===== src/aes_config.svh =====
//~~~~~~~~~~~~~~~~~~~~~~~~~~~~~~~~~~~~~~~~~~~~~~~~~~~~~~~~~~~~~~~~~~~~
// AES-128 peripheral configuration
//~~~~~~~~~~~~~~~~~~~~~~~~~~~~~~~~~~~~~~~~~~~~~~~~~~~~~~~~~~~~~~~~~~~~

`ifndef AES_CONFIG_SVH
`define AES_CONFIG_SVH

// bus widths of the AXI4-Lite slave port
`define AES_ADDR_W 8
`define AES_DATA_W 32

// a 128-bit key always takes ten rounds after the initial AddRoundKey
`define AES_ROUNDS 10

// register map, byte offsets
`define AES_REG_CTRL   8'h00 // bit 0 written as one starts a block
`define AES_REG_STATUS 8'h04 // bit 0 busy, bit 1 done
`define AES_REG_KEY0   8'h10 // key words 0 to 3 at 0x10 to 0x1c
`define AES_REG_PT0    8'h20 // plaintext words 0 to 3 at 0x20 to 0x2c
`define AES_REG_CT0    8'h30 // ciphertext words 0 to 3 at 0x30 to 0x3c

// response codes
`define AXI_RESP_OKAY   2'b00
`define AXI_RESP_SLVERR 2'b10

`endif


===== src/aes_pkg.sv =====
//~~~~~~~~~~~~~~~~~~~~~~~~~~~~~~~~~~~~~~~~~~~~~~~~~~~~~~~~~~~~~~~~~~~~
// AES-128 shared types and S-box
//~~~~~~~~~~~~~~~~~~~~~~~~~~~~~~~~~~~~~~~~~~~~~~~~~~~~~~~~~~~~~~~~~~~~

`default_nettype none

package aes_pkg;

  // a 128-bit value holds bytes in column order, S0,0 sits in bits 127:120
  // and word 0 in bits 127:96
  typedef struct packed {
    logic [127:0] key;       // cipher key, word 0 first
    logic [127:0] plaintext; // input block
  } aesReqT;

  typedef struct packed {
    logic [127:0] cipher; // output block after round ten
  } aesRespT;

  typedef enum logic {
    IDLE, // waiting for a start pulse
    RUN   // one round per clock
  } engineStateT;

  // register class of an AXI address, decode steers on this
  typedef enum logic [2:0] {
    CTRL,
    STATUS,
    KEY,
    PT,
    CT,
    NONE // outside the map, answers SLVERR
  } regSelT;

  // forward S-box from FIPS-197, row is the high nibble
  localparam logic [7:0] sboxTable [256] = '{
    8'h63, 8'h7c, 8'h77, 8'h7b, 8'hf2, 8'h6b, 8'h6f, 8'hc5,
    8'h30, 8'h01, 8'h67, 8'h2b, 8'hfe, 8'hd7, 8'hab, 8'h76,
    8'hca, 8'h82, 8'hc9, 8'h7d, 8'hfa, 8'h59, 8'h47, 8'hf0,
    8'had, 8'hd4, 8'ha2, 8'haf, 8'h9c, 8'ha4, 8'h72, 8'hc0,
    8'hb7, 8'hfd, 8'h93, 8'h26, 8'h36, 8'h3f, 8'hf7, 8'hcc,
    8'h34, 8'ha5, 8'he5, 8'hf1, 8'h71, 8'hd8, 8'h31, 8'h15,
    8'h04, 8'hc7, 8'h23, 8'hc3, 8'h18, 8'h96, 8'h05, 8'h9a,
    8'h07, 8'h12, 8'h80, 8'he2, 8'heb, 8'h27, 8'hb2, 8'h75,
    8'h09, 8'h83, 8'h2c, 8'h1a, 8'h1b, 8'h6e, 8'h5a, 8'ha0,
    8'h52, 8'h3b, 8'hd6, 8'hb3, 8'h29, 8'he3, 8'h2f, 8'h84,
    8'h53, 8'hd1, 8'h00, 8'hed, 8'h20, 8'hfc, 8'hb1, 8'h5b,
    8'h6a, 8'hcb, 8'hbe, 8'h39, 8'h4a, 8'h4c, 8'h58, 8'hcf,
    8'hd0, 8'hef, 8'haa, 8'hfb, 8'h43, 8'h4d, 8'h33, 8'h85,
    8'h45, 8'hf9, 8'h02, 8'h7f, 8'h50, 8'h3c, 8'h9f, 8'ha8,
    8'h51, 8'ha3, 8'h40, 8'h8f, 8'h92, 8'h9d, 8'h38, 8'hf5,
    8'hbc, 8'hb6, 8'hda, 8'h21, 8'h10, 8'hff, 8'hf3, 8'hd2,
    8'hcd, 8'h0c, 8'h13, 8'hec, 8'h5f, 8'h97, 8'h44, 8'h17,
    8'hc4, 8'ha7, 8'h7e, 8'h3d, 8'h64, 8'h5d, 8'h19, 8'h73,
    8'h60, 8'h81, 8'h4f, 8'hdc, 8'h22, 8'h2a, 8'h90, 8'h88,
    8'h46, 8'hee, 8'hb8, 8'h14, 8'hde, 8'h5e, 8'h0b, 8'hdb,
    8'he0, 8'h32, 8'h3a, 8'h0a, 8'h49, 8'h06, 8'h24, 8'h5c,
    8'hc2, 8'hd3, 8'hac, 8'h62, 8'h91, 8'h95, 8'he4, 8'h79,
    8'he7, 8'hc8, 8'h37, 8'h6d, 8'h8d, 8'hd5, 8'h4e, 8'ha9,
    8'h6c, 8'h56, 8'hf4, 8'hea, 8'h65, 8'h7a, 8'hae, 8'h08,
    8'hba, 8'h78, 8'h25, 8'h2e, 8'h1c, 8'ha6, 8'hb4, 8'hc6,
    8'he8, 8'hdd, 8'h74, 8'h1f, 8'h4b, 8'hbd, 8'h8b, 8'h8a,
    8'h70, 8'h3e, 8'hb5, 8'h66, 8'h48, 8'h03, 8'hf6, 8'h0e,
    8'h61, 8'h35, 8'h57, 8'hb9, 8'h86, 8'hc1, 8'h1d, 8'h9e,
    8'he1, 8'hf8, 8'h98, 8'h11, 8'h69, 8'hd9, 8'h8e, 8'h94,
    8'h9b, 8'h1e, 8'h87, 8'he9, 8'hce, 8'h55, 8'h28, 8'hdf,
    8'h8c, 8'ha1, 8'h89, 8'h0d, 8'hbf, 8'he6, 8'h42, 8'h68,
    8'h41, 8'h99, 8'h2d, 8'h0f, 8'hb0, 8'h54, 8'hbb, 8'h16
  };

  function automatic logic [7:0] sboxLookup(input logic [7:0] b);
    return sboxTable[b]; // plain table read, synthesizes to a 256x8 ROM
  endfunction

endpackage

`default_nettype wire


===== src/aes_result.sv =====
//~~~~~~~~~~~~~~~~~~~~~~~~~~~~~~~~~~~~~~~~~~~~~~~~~~~~~~~~~~~~~~~~~~~~
// AES ciphertext capture and done flag
//~~~~~~~~~~~~~~~~~~~~~~~~~~~~~~~~~~~~~~~~~~~~~~~~~~~~~~~~~~~~~~~~~~~~

`timescale 1ns/1ps
`default_nettype none

module aes_result (
  input  wire logic              clk,
  input  wire logic              rst,
  input  wire logic              start,
  input  wire logic              cipherValid,
  input  wire aes_pkg::aesRespT  resp,
  output logic                   done,
  output logic [127:0]           ctWords
);

  logic [127:0] ctReg; // last finished block, word 0 in bits 127:96

  always_ff @(posedge clk) begin
    if (rst) begin
      ctReg <= '0; // host reads zero before the first block
    end else if (cipherValid) begin
      ctReg <= resp.cipher;
    end
  end

  // sticky until the host starts another block
  always_ff @(posedge clk) begin
    if (rst) begin
      done <= 1'b0;
    end else if (start) begin
      done <= 1'b0;
    end else if (cipherValid) begin
      done <= 1'b1;
    end
  end

  assign ctWords = ctReg;

  // the engine is busy at cipherValid so decode cannot start in that cycle
  noOverlapCheck: assert property (@(posedge clk) disable iff (rst)
    !(cipherValid && start));

endmodule

`default_nettype wire


===== config.mk =====
export PLATFORM = sky130hd
export DESIGN_NAME = aes_result
export DESIGN_NICKNAME = d
export VERILOG_FILES = /design/src/aes_config.svh /design/src/aes_pkg.sv /design/src/aes_result.sv
export SDC_FILE = /design/constraint.sdc
export NUM_CORES = 1
export LEC_CHECK = 0
export BUFFER_PORTS_ARGS = -buffer_cell sky130_fd_sc_hd__buf_2
export CAP_MARGIN = 20
export CORE_ASPECT_RATIO = 0.75
export CORE_MARGIN = 2
export CORE_UTILIZATION = 44
export DETAILED_ROUTE_END_ITERATION = 12
export PLACE_DENSITY = 0.8
export SLEW_MARGIN = 20
export SYNTH_ARGS = -nofsm -noshare
export SYNTH_HDL_FRONTEND = slang
export SYNTH_SLANG_ARGS = --single-unit

===== constraint.sdc =====
create_clock -name clk -period 1.3 [get_ports clk]
set_input_delay 0.26 -clock clk [delete_from_list [all_inputs] [get_ports clk]]
set_output_delay 0.26 -clock clk [all_outputs]
set_load 0.03 [all_outputs]

==> impl_metrics.ini, run 1 <==
[outcome]
run_status = completed

[cells_and_area]
multiInputGateArea_um2 = 1770
seqCellArea_um2 = 2580
syn2layout_area_growth_pct = 40.3
nFillCells = 814
finalInstanceArea_um2 = 6550
diodes = 0
postLayoutCoreUtil_pct = 63.7
fin_cells = 824
layout-drive-gt1-share_pct = 43.3
fin_nets = 807

[synth]
netlist_top_cells_area = dfxtp_1 (55%), mux2i_1 (27%), nor2_1 (10%)
yosys_register_bits = 129
syn_area_um2 = 4670
synth_xor_area_share_pct = 0
synth_area_per_cell_um2 = 11.2
netlist-cell-type-count = 10
synth_top_area_cell = dfxtp_1
synth_top_family_by_area = multiplexers
synth_warnings = 0
synthMuxAreaShare_pct = 27.4
yosysTopAreaCellShare_pct = 55.3
synth-seq-area-share_pct = 55.3
syn_inst = 416
yosys.area_share.simple_pct = 10.5
synthAdderAreaFrac_pct = 0
synthesis.nets = 548
synth_compound_area_share_pct = 0

[route]
drt-initial-drc-count = 89
drc = 0
viasPerCell = 4.61
dr_total_vias = 3799
finalWirelength_um = 11300
dr.pass1.iters = 4
ant_nets = 0
wire_per_inst_um = 13.8

[power]
power_mw = 10.3
peakVddDrop_v = 0.00116
power.density_nw_per_um2 = 1580
power.leakage_nw = 3.56

[grt]
grt_first_pass_wirelength_um = 17400
antenna_found_initial = 0
grt_usage_pct = 19.4
grt_max_degree = 61
overflow = 0
grt_pass1_vias = 3755

[cts]
clk_latency_ns = 0.40
clk_pin_slew_ns = 0.06
cts_buffer_depth = 2
cts_sinks = 129
cts_root_buf = clkbuf_16
cts_max_level = 4
cts-buffers-inserted = 17
cts_resized = 0
cts_tree = done

[worst_setup_path]
cp-start-kind = flip-flop
crit_family = flip-flops
critPathMaxFanout = 2
crit_required_ns = 1.04
slowest_stage = dfxtp_1
crit_path_end_kind = output pin
crit_type = reg2out
slowest_delay_ns = 0.34
crit_chain = buf_2
crit_buf_inv = 1
worst_ep_arrival_time_ns = 0.96

[place]
place_area_um2 = 5970
post-place-ws_ns = 0.138
dp_cells = 791
routabilityCongestion = 0.737
place_hpwl_um = 8380
port_buffers = 260

[timing]
timing.final.hold_violations = 0
period_share_pct = 93.7
setup_ws_ns = 0.0817
period_needed_ns = 1.22
slew_headroom_pct = 82.4
setup_violations = 0
skew_ns = 0
timing.fmax_mhz = 821
tightest_slew_ns = 0.264
rsz0062_at_grt = false
final-max-slew-violation-count = 0
tns_ns = 0
hold_ws_ns = 0.0911

[min_path]
hold_path.class = in2reg

[floorplanning]
start_util_pct = 45.4
fp.dieW_um = 123
num_io_pins = 261
dieArea_um2 = 11500
rows = 32
die_y_um = 93.2
coreArea_um2 = 10300

[flow_run]
maxCapViolCount = 0
[worst min-delay path, stage by stage]
cell     delay, ns
buf_2         0.08
mux2i_1       0.05
nor2_1        0.07
[metal layers]
metal	vias up	routed length, µm	global-route usage (%)
met4	0	98	6.13
met1	1745	4700	21.4
li1	1895	-	-
met2	151	5550	33.7
met5	-	0	0
met3	8	1010	8.05
[sequential cells by signal, summed over array words and instances (netlist names)]
| register | flops |
|---|---|
| done | 1 |
| ctWords | 128 |
[Yosys cell counts]
library cell  number
buf_2              2
dfxtp_1          129
buf_4              2
buf_6              1
clkbuf_1          12
nor2_1           129
buf_12            11
mux2i_1          128
buf_8              1
nor3_1             1
[kinds of logic after synthesis]
family | after synthesis
buf+inv | 29
flops | 129
mux | 128
simple gates | 130
[what timing repair did]
action | in CTS | in global routing
setup buffers | 0 | 0
hold buffers | 0 | 1
hold endpoints to repair | 0 | 1
[report_power, final]
| group | internal [mW] | switching, mW |
|---|---|---|
| clock | 2.82 | 1.72 |
| sequential | 4.19 | 0.117 |
| combinational | 0.567 | 0.918 |
| total | 7.58 | 2.75 |
[worst paths after layout]
check,slack [ns],cells past startpoint,start,end
worst max-delay path,0.08,1,ctWords[18],ctWords[18]
worst min-delay path,0.09,3,resp[4],ctWords[4]
worst max register to register,0.65,2,ctWords[123],ctWords[123]
worst min register to register,0.48,2,done,done
[layout by cell type, fill, tap and decap left out]
cell type	netlist	final
buf_2	2	258
clkbuf_16	0	17
inv_6	0	1
mux2i_1	128	128
buf_4	2	3
clkbuf_1	12	2
buf_12	11	6
dlygate4sd3_1	0	1
clkinvlp_4	0	5
bufinv_16	0	2
clkinv_2	0	3
buf_6	1	1
clkinv_4	0	2
dfxtp_1	129	129
nor2_1	129	129
nor3_1	1	1
[area by class of cell]
class	count	area share, %
clock inverters	13	2.12
flip-flops and latches	129	39.4
clock buffers	19	6.61
multi-input cells	258	27.0
repair buffers	269	22.2
well taps	136	2.60
Power figures use the tool's default switching activity.
==> inputs of run 2 (changes only) <==
- RECOVER_POWER: not set -> 100
==> run 2 against run 1 <==
Net effect: clock power barely moved; design area fell by 0.65%; first-iteration DRC count decreased by 13%; global-route usage unchanged.
==> impl_metrics.ini, run 2 (synthesized netlist as in run 1, its figures left out) <==
[floorplanning]
num_io_pins = 261
rows = 32
die_y_um = 93.2
coreArea_um2 = 10300
dieArea_um2 = 11500
fp.dieW_um = 123
start_util_pct = 45.4

[timing]
final-max-slew-violation-count = 0
tns_ns = 0
period_share_pct = 94.1
timing.final.hold_violations = 0
slew_headroom_pct = 56.7
timing.fmax_mhz = 818
period_needed_ns = 1.22
setup_ws_ns = 0.0770
skew_ns = 0
rsz0062_at_grt = false
setup_violations = 0
tightest_slew_ns = 0.649

[grt]
grt_use_met2_pct = 33.7
grt_usage_pct = 19.4
grt_pass1_vias = 3755
grt_util_met1_pct = 21.4
grt-busiest-layer = met2
grt_max_degree = 61
overflow = 0
grt_first_pass_wirelength_um = 17400
gr-usage-met3_pct = 8.05
antenna_found_initial = 0

[cells_and_area]
finalInstanceArea_um2 = 6510
largest_reg_flops = 128
layout-drive-gt1-share_pct = 43.2
most-common-layout-cells = buf_2 (131), clkbuf_2 (131), nor2_1 (129), dfxtp_1 (129), mux2i_1 (128)
fin_nets = 807
syn2layout_area_growth_pct = 39.4
diodes = 0
postLayoutCoreUtil_pct = 63.2

[cts]
cts_tree = done
cts_buffer_depth = 2
cts_max_level = 4
cts_resized = 0
cts_root_buf = clkbuf_16
clk_latency_ns = 0.40
cts_setup_buffers = 0
clk_pin_slew_ns = 0.06
cts-hold-fix-buffers = 0
cts_sinks = 129
cts-buffers-inserted = 17

[worst_setup_path]
crit_type = reg2out
crit_chain = clkbuf_2
crit_required_ns = 1.04
crit_family = flip-flops
crit-reg2reg-capture = ctWords[123]
crit_path_end_kind = output pin
slowest_delay_ns = 0.35
reg2reg_from = ctWords[123]
worstSetupPathDepth = 1
r2r_slack_ns = 0.64
slowest_stage = dfxtp_1
rr_worst_depth = 2
critPathMaxFanout = 2
worst_ep_arrival_time_ns = 0.96
crit_buf_inv = 1
cp-start-kind = flip-flop

[route]
wire_per_inst_um = 13.7
dr_total_vias = 3807
drc = 0
ant_nets = 0
viasPerCell = 4.62
drt-initial-drc-count = 77
finalWirelength_um = 11300
dr.pass1.iters = 4

[place]
place_area_um2 = 5970
port_buffers = 260
post-place-ws_ns = 0.138
place_hpwl_um = 8380
routabilityCongestion = 0.737

[min_path]
min_to = ctWords[4]
hold_path.class = in2reg
hold_start = resp[4]
hold_depth = 3

[power]
peakVddDrop_v = 0.00116
power.leakage_nw = 3.47
power.density_nw_per_um2 = 1590

[flow_run]
maxCapViolCount = 0

[outcome]
run_status = completed
## run 2: final cells by class
cell class	instances	area [µm²]
tap	136	170
timing repair buffer	269	1410
clock buffer	19	433
clock inverter	13	139
sequential	129	2580
fill	821	3780
multi-input combinational	258	1770
## run 2: per-layer routing
| metal | up-vias | routed length, µm |
|---|---|---|
| met4 | 0 | 99 |
| met2 | 153 | 5570 |
| li1 | 1893 | - |
| met1 | 1753 | 4570 |
| met3 | 8 | 1050 |
| met5 | - | 0 |
## run 2: metrics by stage
stage                     hold WS (ns)  cells  total power, mW
after global placement           0.429    791             5.83
after global routing            0.0840    824             10.7
after CTS                      0.00482    823             10.4
after floorplan                  0.339    416             5.40
after detailed placement         0.429    791             5.88
final                           0.0925    824             10.3
## run 2: power by group
group | total (mW) | switching, mW | leakage, nW | internal, mW
registers | 4.32 | 0.125 | 1.07 | 4.19
clock network | 4.54 | 1.72 | 0.265 | 2.82
logic | 1.46 | 0.915 | 2.14 | 0.546
## run 2: how the worst max path moves through the flow
stage / to / from / slack [ns]
after floorplan: ctWords[100] / cipherValid / 0.28
after detailed placement: ctWords[47] / cipherValid / 0.14
after global placement: ctWords[51] / cipherValid / 0.20
final: ctWords[73] / ctWords[73] / 0.08
after global routing: ctWords[18] / ctWords[18] / 0.02
after CTS: ctWords[18] / ctWords[18] / 0.05
