--- src/aes_config.svh ---
//~~~~~~~~~~~~~~~~~~~~~~~~~~~~~~~~~~~~~~~~~~~~~~~~~~~~~~~~~~~~~~~~~~~~
// AES-128 peripheral configuration
//~~~~~~~~~~~~~~~~~~~~~~~~~~~~~~~~~~~~~~~~~~~~~~~~~~~~~~~~~~~~~~~~~~~~

`ifndef AES_CONFIG_SVH
`define AES_CONFIG_SVH

// bus widths of the AXI4-Lite slave port
`define AES_ADDR_W 8
`define AES_DATA_W 32

// a 128-bit key always takes ten rounds after the initial AddRoundKey
`define AES_ROUNDS 10

// register map, byte offsets
`define AES_REG_CTRL   8'h00 // bit 0 written as one starts a block
`define AES_REG_STATUS 8'h04 // bit 0 busy, bit 1 done
`define AES_REG_KEY0   8'h10 // key words 0 to 3 at 0x10 to 0x1c
`define AES_REG_PT0    8'h20 // plaintext words 0 to 3 at 0x20 to 0x2c
`define AES_REG_CT0    8'h30 // ciphertext words 0 to 3 at 0x30 to 0x3c

// response codes
`define AXI_RESP_OKAY   2'b00
`define AXI_RESP_SLVERR 2'b10

`endif

--- src/aes_pkg.sv ---
//~~~~~~~~~~~~~~~~~~~~~~~~~~~~~~~~~~~~~~~~~~~~~~~~~~~~~~~~~~~~~~~~~~~~
// AES-128 shared types and S-box
//~~~~~~~~~~~~~~~~~~~~~~~~~~~~~~~~~~~~~~~~~~~~~~~~~~~~~~~~~~~~~~~~~~~~

`default_nettype none

package aes_pkg;

  // a 128-bit value holds bytes in column order, S0,0 sits in bits 127:120
  // and word 0 in bits 127:96
  typedef struct packed {
    logic [127:0] key;       // cipher key, word 0 first
    logic [127:0] plaintext; // input block
  } aesReqT;

  typedef struct packed {
    logic [127:0] cipher; // output block after round ten
  } aesRespT;

  typedef enum logic {
    IDLE, // waiting for a start pulse
    RUN   // one round per clock
  } engineStateT;

  // register class of an AXI address, decode steers on this
  typedef enum logic [2:0] {
    CTRL,
    STATUS,
    KEY,
    PT,
    CT,
    NONE // outside the map, answers SLVERR
  } regSelT;

  // forward S-box from FIPS-197, row is the high nibble
  localparam logic [7:0] sboxTable [256] = '{
    8'h63, 8'h7c, 8'h77, 8'h7b, 8'hf2, 8'h6b, 8'h6f, 8'hc5,
    8'h30, 8'h01, 8'h67, 8'h2b, 8'hfe, 8'hd7, 8'hab, 8'h76,
    8'hca, 8'h82, 8'hc9, 8'h7d, 8'hfa, 8'h59, 8'h47, 8'hf0,
    8'had, 8'hd4, 8'ha2, 8'haf, 8'h9c, 8'ha4, 8'h72, 8'hc0,
    8'hb7, 8'hfd, 8'h93, 8'h26, 8'h36, 8'h3f, 8'hf7, 8'hcc,
    8'h34, 8'ha5, 8'he5, 8'hf1, 8'h71, 8'hd8, 8'h31, 8'h15,
    8'h04, 8'hc7, 8'h23, 8'hc3, 8'h18, 8'h96, 8'h05, 8'h9a,
    8'h07, 8'h12, 8'h80, 8'he2, 8'heb, 8'h27, 8'hb2, 8'h75,
    8'h09, 8'h83, 8'h2c, 8'h1a, 8'h1b, 8'h6e, 8'h5a, 8'ha0,
    8'h52, 8'h3b, 8'hd6, 8'hb3, 8'h29, 8'he3, 8'h2f, 8'h84,
    8'h53, 8'hd1, 8'h00, 8'hed, 8'h20, 8'hfc, 8'hb1, 8'h5b,
    8'h6a, 8'hcb, 8'hbe, 8'h39, 8'h4a, 8'h4c, 8'h58, 8'hcf,
    8'hd0, 8'hef, 8'haa, 8'hfb, 8'h43, 8'h4d, 8'h33, 8'h85,
    8'h45, 8'hf9, 8'h02, 8'h7f, 8'h50, 8'h3c, 8'h9f, 8'ha8,
    8'h51, 8'ha3, 8'h40, 8'h8f, 8'h92, 8'h9d, 8'h38, 8'hf5,
    8'hbc, 8'hb6, 8'hda, 8'h21, 8'h10, 8'hff, 8'hf3, 8'hd2,
    8'hcd, 8'h0c, 8'h13, 8'hec, 8'h5f, 8'h97, 8'h44, 8'h17,
    8'hc4, 8'ha7, 8'h7e, 8'h3d, 8'h64, 8'h5d, 8'h19, 8'h73,
    8'h60, 8'h81, 8'h4f, 8'hdc, 8'h22, 8'h2a, 8'h90, 8'h88,
    8'h46, 8'hee, 8'hb8, 8'h14, 8'hde, 8'h5e, 8'h0b, 8'hdb,
    8'he0, 8'h32, 8'h3a, 8'h0a, 8'h49, 8'h06, 8'h24, 8'h5c,
    8'hc2, 8'hd3, 8'hac, 8'h62, 8'h91, 8'h95, 8'he4, 8'h79,
    8'he7, 8'hc8, 8'h37, 8'h6d, 8'h8d, 8'hd5, 8'h4e, 8'ha9,
    8'h6c, 8'h56, 8'hf4, 8'hea, 8'h65, 8'h7a, 8'hae, 8'h08,
    8'hba, 8'h78, 8'h25, 8'h2e, 8'h1c, 8'ha6, 8'hb4, 8'hc6,
    8'he8, 8'hdd, 8'h74, 8'h1f, 8'h4b, 8'hbd, 8'h8b, 8'h8a,
    8'h70, 8'h3e, 8'hb5, 8'h66, 8'h48, 8'h03, 8'hf6, 8'h0e,
    8'h61, 8'h35, 8'h57, 8'hb9, 8'h86, 8'hc1, 8'h1d, 8'h9e,
    8'he1, 8'hf8, 8'h98, 8'h11, 8'h69, 8'hd9, 8'h8e, 8'h94,
    8'h9b, 8'h1e, 8'h87, 8'he9, 8'hce, 8'h55, 8'h28, 8'hdf,
    8'h8c, 8'ha1, 8'h89, 8'h0d, 8'hbf, 8'he6, 8'h42, 8'h68,
    8'h41, 8'h99, 8'h2d, 8'h0f, 8'hb0, 8'h54, 8'hbb, 8'h16
  };

  function automatic logic [7:0] sboxLookup(input logic [7:0] b);
    return sboxTable[b]; // plain table read, synthesizes to a 256x8 ROM
  endfunction

endpackage

`default_nettype wire

--- src/aes_reg_decode.sv ---
//~~~~~~~~~~~~~~~~~~~~~~~~~~~~~~~~~~~~~~~~~~~~~~~~~~~~~~~~~~~~~~~~~~~~
// AES AXI4-Lite register decode
//~~~~~~~~~~~~~~~~~~~~~~~~~~~~~~~~~~~~~~~~~~~~~~~~~~~~~~~~~~~~~~~~~~~~

`timescale 1ns/1ps
`default_nettype none
`include "aes_config.svh"

module aes_reg_decode (
  input  wire logic                      clk,
  input  wire logic                      rst,
  input  wire logic                      awvalid,
  output logic                           awready,
  input  wire logic [`AES_ADDR_W-1:0]    awaddr,
  input  wire logic                      wvalid,
  output logic                           wready,
  input  wire logic [`AES_DATA_W-1:0]    wdata,
  input  wire logic [`AES_DATA_W/8-1:0]  wstrb,
  output logic                           bvalid,
  input  wire logic                      bready,
  output logic [1:0]                     bresp,
  input  wire logic                      arvalid,
  output logic                           arready,
  input  wire logic [`AES_ADDR_W-1:0]    araddr,
  output logic                           rvalid,
  input  wire logic                      rready,
  output logic [`AES_DATA_W-1:0]         rdata,
  output logic [1:0]                     rresp,
  output logic                           start,
  output aes_pkg::aesReqT                req,
  input  wire logic                      busy,
  input  wire logic                      done,
  input  wire logic [127:0]              ctWords
);

  localparam logic [`AES_ADDR_W-1:0] ctrlAddr   = `AES_REG_CTRL;
  localparam logic [`AES_ADDR_W-1:0] statusAddr = `AES_REG_STATUS;
  localparam logic [`AES_ADDR_W-1:0] keyAddr    = `AES_REG_KEY0;
  localparam logic [`AES_ADDR_W-1:0] ptAddr     = `AES_REG_PT0;
  localparam logic [`AES_ADDR_W-1:0] ctAddr     = `AES_REG_CT0;

  aes_pkg::regSelT  wrSel, rdSel;    // register class of each channel's address
  logic             wrFire, rdFire;  // handshake completes this cycle
  logic [1:0]       wrIdx, rdIdx;    // word index inside a four-word block
  logic [`AES_DATA_W-1:0] rdNext;    // read mux output, registered into rdata

  // word-aligned addresses only, anything else falls out as NONE
  function automatic aes_pkg::regSelT classify(input logic [`AES_ADDR_W-1:0] a);
    if (a == ctrlAddr)                                         return aes_pkg::CTRL;
    if (a == statusAddr)                                       return aes_pkg::STATUS;
    if (a[1:0] != 2'b00)                                       return aes_pkg::NONE;
    if (a[`AES_ADDR_W-1:4] == keyAddr[`AES_ADDR_W-1:4])       return aes_pkg::KEY;
    if (a[`AES_ADDR_W-1:4] == ptAddr[`AES_ADDR_W-1:4])        return aes_pkg::PT;
    if (a[`AES_ADDR_W-1:4] == ctAddr[`AES_ADDR_W-1:4])        return aes_pkg::CT;
    return aes_pkg::NONE;
  endfunction

  // word i of a block lives in bits 127-32*i down
  function automatic logic [31:0] wordOf(input logic [127:0] v, input logic [1:0] i);
    return v[127 - 32*int'(i) -: 32];
  endfunction

  assign wrSel   = classify(awaddr);
  assign rdSel   = classify(araddr);
  assign wrIdx   = awaddr[3:2];
  assign rdIdx   = araddr[3:2];
  assign wrFire  = awready && awvalid && wvalid; // awready and wready rise together
  assign arready = !rvalid;                      // one read outstanding at a time
  assign rdFire  = arvalid && arready;

  always_comb begin
    case (rdSel)
      aes_pkg::STATUS: rdNext = {30'b0, done, busy};
      aes_pkg::KEY:    rdNext = wordOf(req.key, rdIdx);
      aes_pkg::PT:     rdNext = wordOf(req.plaintext, rdIdx);
      aes_pkg::CT:     rdNext = wordOf(ctWords, rdIdx);
      default:         rdNext = '0; // CTRL reads back zero, so does an unmapped address
    endcase
  end

  always_ff @(posedge clk) begin
    if (rst) begin
      awready <= 1'b0;
      wready  <= 1'b0;
      bvalid  <= 1'b0;
      rvalid  <= 1'b0;
      start   <= 1'b0;
      req     <= '0;
    end else begin
      // one-cycle ready pulse once both halves of the write are presented
      awready <= !awready && !bvalid && awvalid && wvalid;
      wready  <= !awready && !bvalid && awvalid && wvalid;
      // the engine takes one block at a time, a second start is dropped here
      start   <= wrFire && (wrSel == aes_pkg::CTRL) && wdata[0] && !busy && !start;
      if (wrFire) begin
        bvalid <= 1'b1;
        bresp  <= (wrSel == aes_pkg::NONE) ? `AXI_RESP_SLVERR : `AXI_RESP_OKAY;
        for (int b = 0; b < `AES_DATA_W/8; b++) begin
          if (wstrb[b] && wrSel == aes_pkg::KEY)
            req.key[96 - 32*int'(wrIdx) + 8*b +: 8] <= wdata[8*b +: 8];
          if (wstrb[b] && wrSel == aes_pkg::PT)
            req.plaintext[96 - 32*int'(wrIdx) + 8*b +: 8] <= wdata[8*b +: 8];
        end
      end else if (bvalid && bready) begin
        bvalid <= 1'b0;
      end
      if (rdFire) begin
        rvalid <= 1'b1;
        rdata  <= rdNext;
        rresp  <= (rdSel == aes_pkg::NONE) ? `AXI_RESP_SLVERR : `AXI_RESP_OKAY;
      end else if (rvalid && rready) begin
        rvalid <= 1'b0;
      end
    end
  end

  // a response stays on the bus until the master takes it
  bHoldCheck: assert property (@(posedge clk) disable iff (rst)
    bvalid && !bready |=> bvalid);
  rHoldCheck: assert property (@(posedge clk) disable iff (rst)
    rvalid && !rready |=> rvalid && $stable(rdata));

endmodule

`default_nettype wire

--- config.mk ---
export PLATFORM = sky130hd
export DESIGN_NAME = aes_reg_decode
export DESIGN_NICKNAME = d
export VERILOG_FILES = /design/src/aes_pkg.sv /design/src/aes_reg_decode.sv
export VERILOG_INCLUDE_DIRS = /design/src
export SDC_FILE = /design/constraint.sdc
export NUM_CORES = 1
export LEC_CHECK = 0
export BUFFER_PORTS_ARGS = -buffer_cell sky130_fd_sc_hd__buf_4
export CELL_PAD_IN_SITES_DETAIL_PLACEMENT = 1
export CELL_PAD_IN_SITES_GLOBAL_PLACEMENT = 1
export CORE_MARGIN = 2
export CORE_UTILIZATION = 40
export CTS_CLUSTER_SIZE = 10
export DETAILED_ROUTE_END_ITERATION = 6
export PLACE_DENSITY = 0.92
export SYNTH_ARGS = -nofsm -noshare
export SYNTH_HDL_FRONTEND = slang
export SYNTH_SLANG_ARGS = --single-unit
--- constraint.sdc ---
create_clock -name clk -period 6.9 [get_ports clk]
set_clock_uncertainty 0.2 [all_clocks]
set_input_delay 1.725 -clock clk [delete_from_list [all_inputs] [get_ports clk]]
set_output_delay 1.725 -clock clk [all_outputs]
set_load 0.01 [all_outputs]
==> results.sh <==
export IMPL_status="finished with violations"
export IMPL_violations="design-rule violations"
export IMPL_cts_made_buffers=36
export IMPL_dp_hpwl_um=48400
export IMPL_setup_viol=0
export IMPL_synth_edff_count=34
export IMPL_detail_route_antenna_nets=0
export IMPL_rsz0062_at_grt="false"
export IMPL_die_h_um=194
export IMPL_cellLeakagePower_nw=8.44
export IMPL_cpPeakStageDelay_ps=620
export IMPL_h_tree_depth=2
export IMPL_worst_pin_slew_ps=1280
export IMPL_post_cts_buffers=0
export IMPL_cts_resized=0
export IMPL_wire_per_inst_um=26.9
export IMPL_drv_cap=0
export IMPL_synth_async_sr_flop_share_pct=0
export IMPL_dpl_cell_area_sq_um=18200
export IMPL_clkTransAtPathRegs_ps=50
export IMPL_root_buffer="clkbuf_16"
export IMPL_hold_ws_ps=263
export IMPL_synthCells=1680
export IMPL_viasPerCell=6.06
export IMPL_period_share_pct=60.9
export IMPL_start_util_pct=40.6
export IMPL_clock_latency_ps=510
export IMPL_clk_path_buf_depth=3
export IMPL_final_area_sq_um=19200
export IMPL_yosys_warnings=0
export IMPL_min_path_type="reg2reg"
export IMPL_ctsHoldBuffers=0
export IMPL_ys_types=46
export IMPL_drive_gt1_share_pct=28.0
export IMPL_rows=69
export IMPL_sequentialPowerShare_pct=45.0
export IMPL_critPathBufInv=2
export IMPL_grt_first_pass_wirelength_um=102000
export IMPL_path_delay_family="simple AND/OR/NAND/NOR gates"
export IMPL_synth_flop_cell="dfxtp_1"
export IMPL_avgSynthCellArea_sq_um=8.62
export IMPL_cts_sinks=294
export IMPL_powerDensity_nw_per_um2=201
export IMPL_grt_max_degree=128
export IMPL_core_sq_um=35700
export IMPL_gr_total_overflow=0
export IMPL_slowest_stage="a211oi_1"
export IMPL_drc_errors=33
export IMPL_fin_tns_setup_ps=0
export IMPL_grt_pass1_vias=16200
export IMPL_hold_viol_final=0
export IMPL_nNetsFinal=2280
export IMPL_combPwrFrac_pct=10.2
export IMPL_nFillCells=4235
export IMPL_antenna_found_initial=3
export IMPL_p_clk_share_pct=44.8
export IMPL_firstDrtPassIters=7
export IMPL_cp_arrival_ps=4240
export IMPL_worstSetupEndpointType="flip-flop"
export IMPL_crit_top_cell="buf_4"
export IMPL_ir_drop_v=0.000128
export IMPL_slew_viol_final=0
export IMPL_io_pins=487
export IMPL_drt_iter0_markers=1336
export IMPL_power_switching_mw=0.986
export IMPL_cp_start_kind="primary input"
export IMPL_p_int_mw=2.88
export IMPL_cp_max_fo=66
export IMPL_path_cells="buf_4 > nor4_4 > nand2_4 > buf_4 > a211oi_1 > nor4_1"
export IMPL_wirelength_um=69000
export IMPL_grt_total_usage_pct=35.1
export IMPL_cts_tree="done"
export IMPL_p_sw_share_pct=25.5
export IMPL_seq_area_frac_synth_pct=43.0
export IMPL_relSlewSlack_pct=14.2
export IMPL_fmax_mhz=238
export IMPL_syn_area_sq_um=14500
export IMPL_die_w_um=194
export IMPL_port_buffers=484
export IMPL_place_congestion=0.906
export IMPL_area_growth_syn_to_layout_pct=32.9
export IMPL_layout_min_cycle_time_ps=4200
export IMPL_die_area_sq_um=37800
export IMPL_num_vias=15600
export IMPL_worstSetupPathType="in2reg"
export IMPL_synth_seq_cells=294
export IMPL_crit_required_ps=6940
stage by stage:
step                      worst slack [ps]  power [mW]  instances  utilization [%]
after floorplan                       1640        1.96       1681                -
after global placement                2430        2.15       2506             51.1
after detailed placement              2350        2.16       2506             51.1
after CTS                             2830        3.87       2565             54.0
after global routing                  2600        3.97       2567             54.0
final                                 2700        3.87       2567             54.0
cells by family (layout without fill, tap and decap cells):
group,after synthesis,count (layout),synth area share (%)
simple gates,717,717,22.8
fa+ha+maj,8,8,0.691
buf+inv,138,561,4.54
flops,294,294,43.0
other cells,1,4,0.0259
compound gates,310,310,12.8
mux,212,212,16.2
final cells by class:
| class | instances | area (sq um) | area share [%] |
|---|---|---|---|
| Tap cell | 461 | 577 | 3.00 |
| Inverter | 3 | 11.3 | 0.0585 |
| Timing Repair Buffer | 499 | 3760 | 19.5 |
| Multi-Input combinational cell | 1249 | 7650 | 39.8 |
| Clock inverter | 3 | 15.0 | 0.0780 |
| Clock buffer | 56 | 1010 | 5.23 |
| Sequential cell | 294 | 6230 | 32.3 |
| Antenna cell | 2 | 5.00 | 0.0260 |
worst reg2reg max path: stages (launching register included):
cell	delay (ps)
dfxtp_1	540
and4_1	460
nand4_1	730
a21oi_1	470
nor2_1	90
cell usage in the layout (no fill, tap or decap), types with 3 or more instances in the layout:
cell,netlist,routed
a2111oi_0,11,11
a211oi_1,51,51
a21oi_1,173,173
a221oi_1,18,18
and2_1,47,46
and3_1,16,16
buf_4,3,497
clkbuf_1,83,18
clkbuf_16,0,37
clkinv_2,0,3
dfxtp_1,260,260
edfxtp_1,34,34
ha_1,8,8
inv_1,3,3
mux2i_1,193,193
mux4_2,18,18
nand2_1,124,123
nand2_2,12,12
nand2b_1,7,7
nand3_1,134,134
nand4_1,12,12
nor2_1,301,300
nor2b_1,18,13
nor2b_2,0,3
nor3_1,17,17
nor3_2,4,4
nor4_1,13,13
o211ai_1,3,3
o21ai_0,27,27
o22ai_1,15,15
o311ai_0,4,4
o31ai_1,4,4
layer usage:
layer | global-route usage (%) | vias up | wire length [um]
met2 | 59.0 | 873 | 32400
met5 | 0 | - | 13
met4 | 16.8 | 2 | 3640
met3 | 7.25 | 230 | 6040
li1 | - | 6765 | -
met1 | 43.2 | 7696 | 26900
synthesized netlist by cell type, types with 6 or more instances:
cell type  count  area [sq um]
o22ai_1       15          93.8
buf_1          6          22.5
nor2b_1       18           113
nor4_1        13          81.3
edfxtp_1      34          1020
buf_6         12           135
mux4_2        18           405
and3_1        16           100
nand2b_1       7          43.8
o21ai_0       27           135
a21oi_1      173           866
and2_1        47           294
buf_2         31           155
nand2_1      124           465
mux2i_1      193          1930
dfxtp_1      260          5200
nand4_1       12          75.1
nor2_1       301          1130
nand3_1      134           671
nand2_2       12          75.1
nor3_1        17          85.1
a221oi_1      18           158
ha_1           8           100
clkbuf_1      83           312
a211oi_1      51           383
a2111oi_0     11          96.3
flip-flops by register name (all words and copies together), names as in the netlist:
register,flops
start,1
rvalid,1
bvalid,1
bresp,1
req,256
rresp,1
wready,1
rdata,32
power by group through the flow:
| stage | Sequential, mW | Clock, mW | Combinational (mW) |
|---|---|---|---|
| detailed placement | 1.78 | 0 | 0.384 |
| finish | 1.74 | 1.74 | 0.393 |
| global placement | 1.78 | 0 | 0.375 |
| CTS | 1.74 | 1.74 | 0.387 |
| floorplan | 1.78 | 0 | 0.173 |
| global route | 1.74 | 1.81 | 0.409 |
final timing paths:
check                                          from  slack, ps  cells after the start                       to
worst min register to register  bvalid$_SDFFE_PP0P_        260                      1        wready$_SDFF_PP0_
worst max-delay path                      araddr[1]       2700                      6  rdata[28]$_SDFFCE_PN0P_
worst max register to register    wready$_SDFF_PP0_       4260                      4    req[250]$_SDFFE_PP0P_
worst min-delay path            bvalid$_SDFFE_PP0P_        260                      1        wready$_SDFF_PP0_
(Power assumes the default switching activity.)
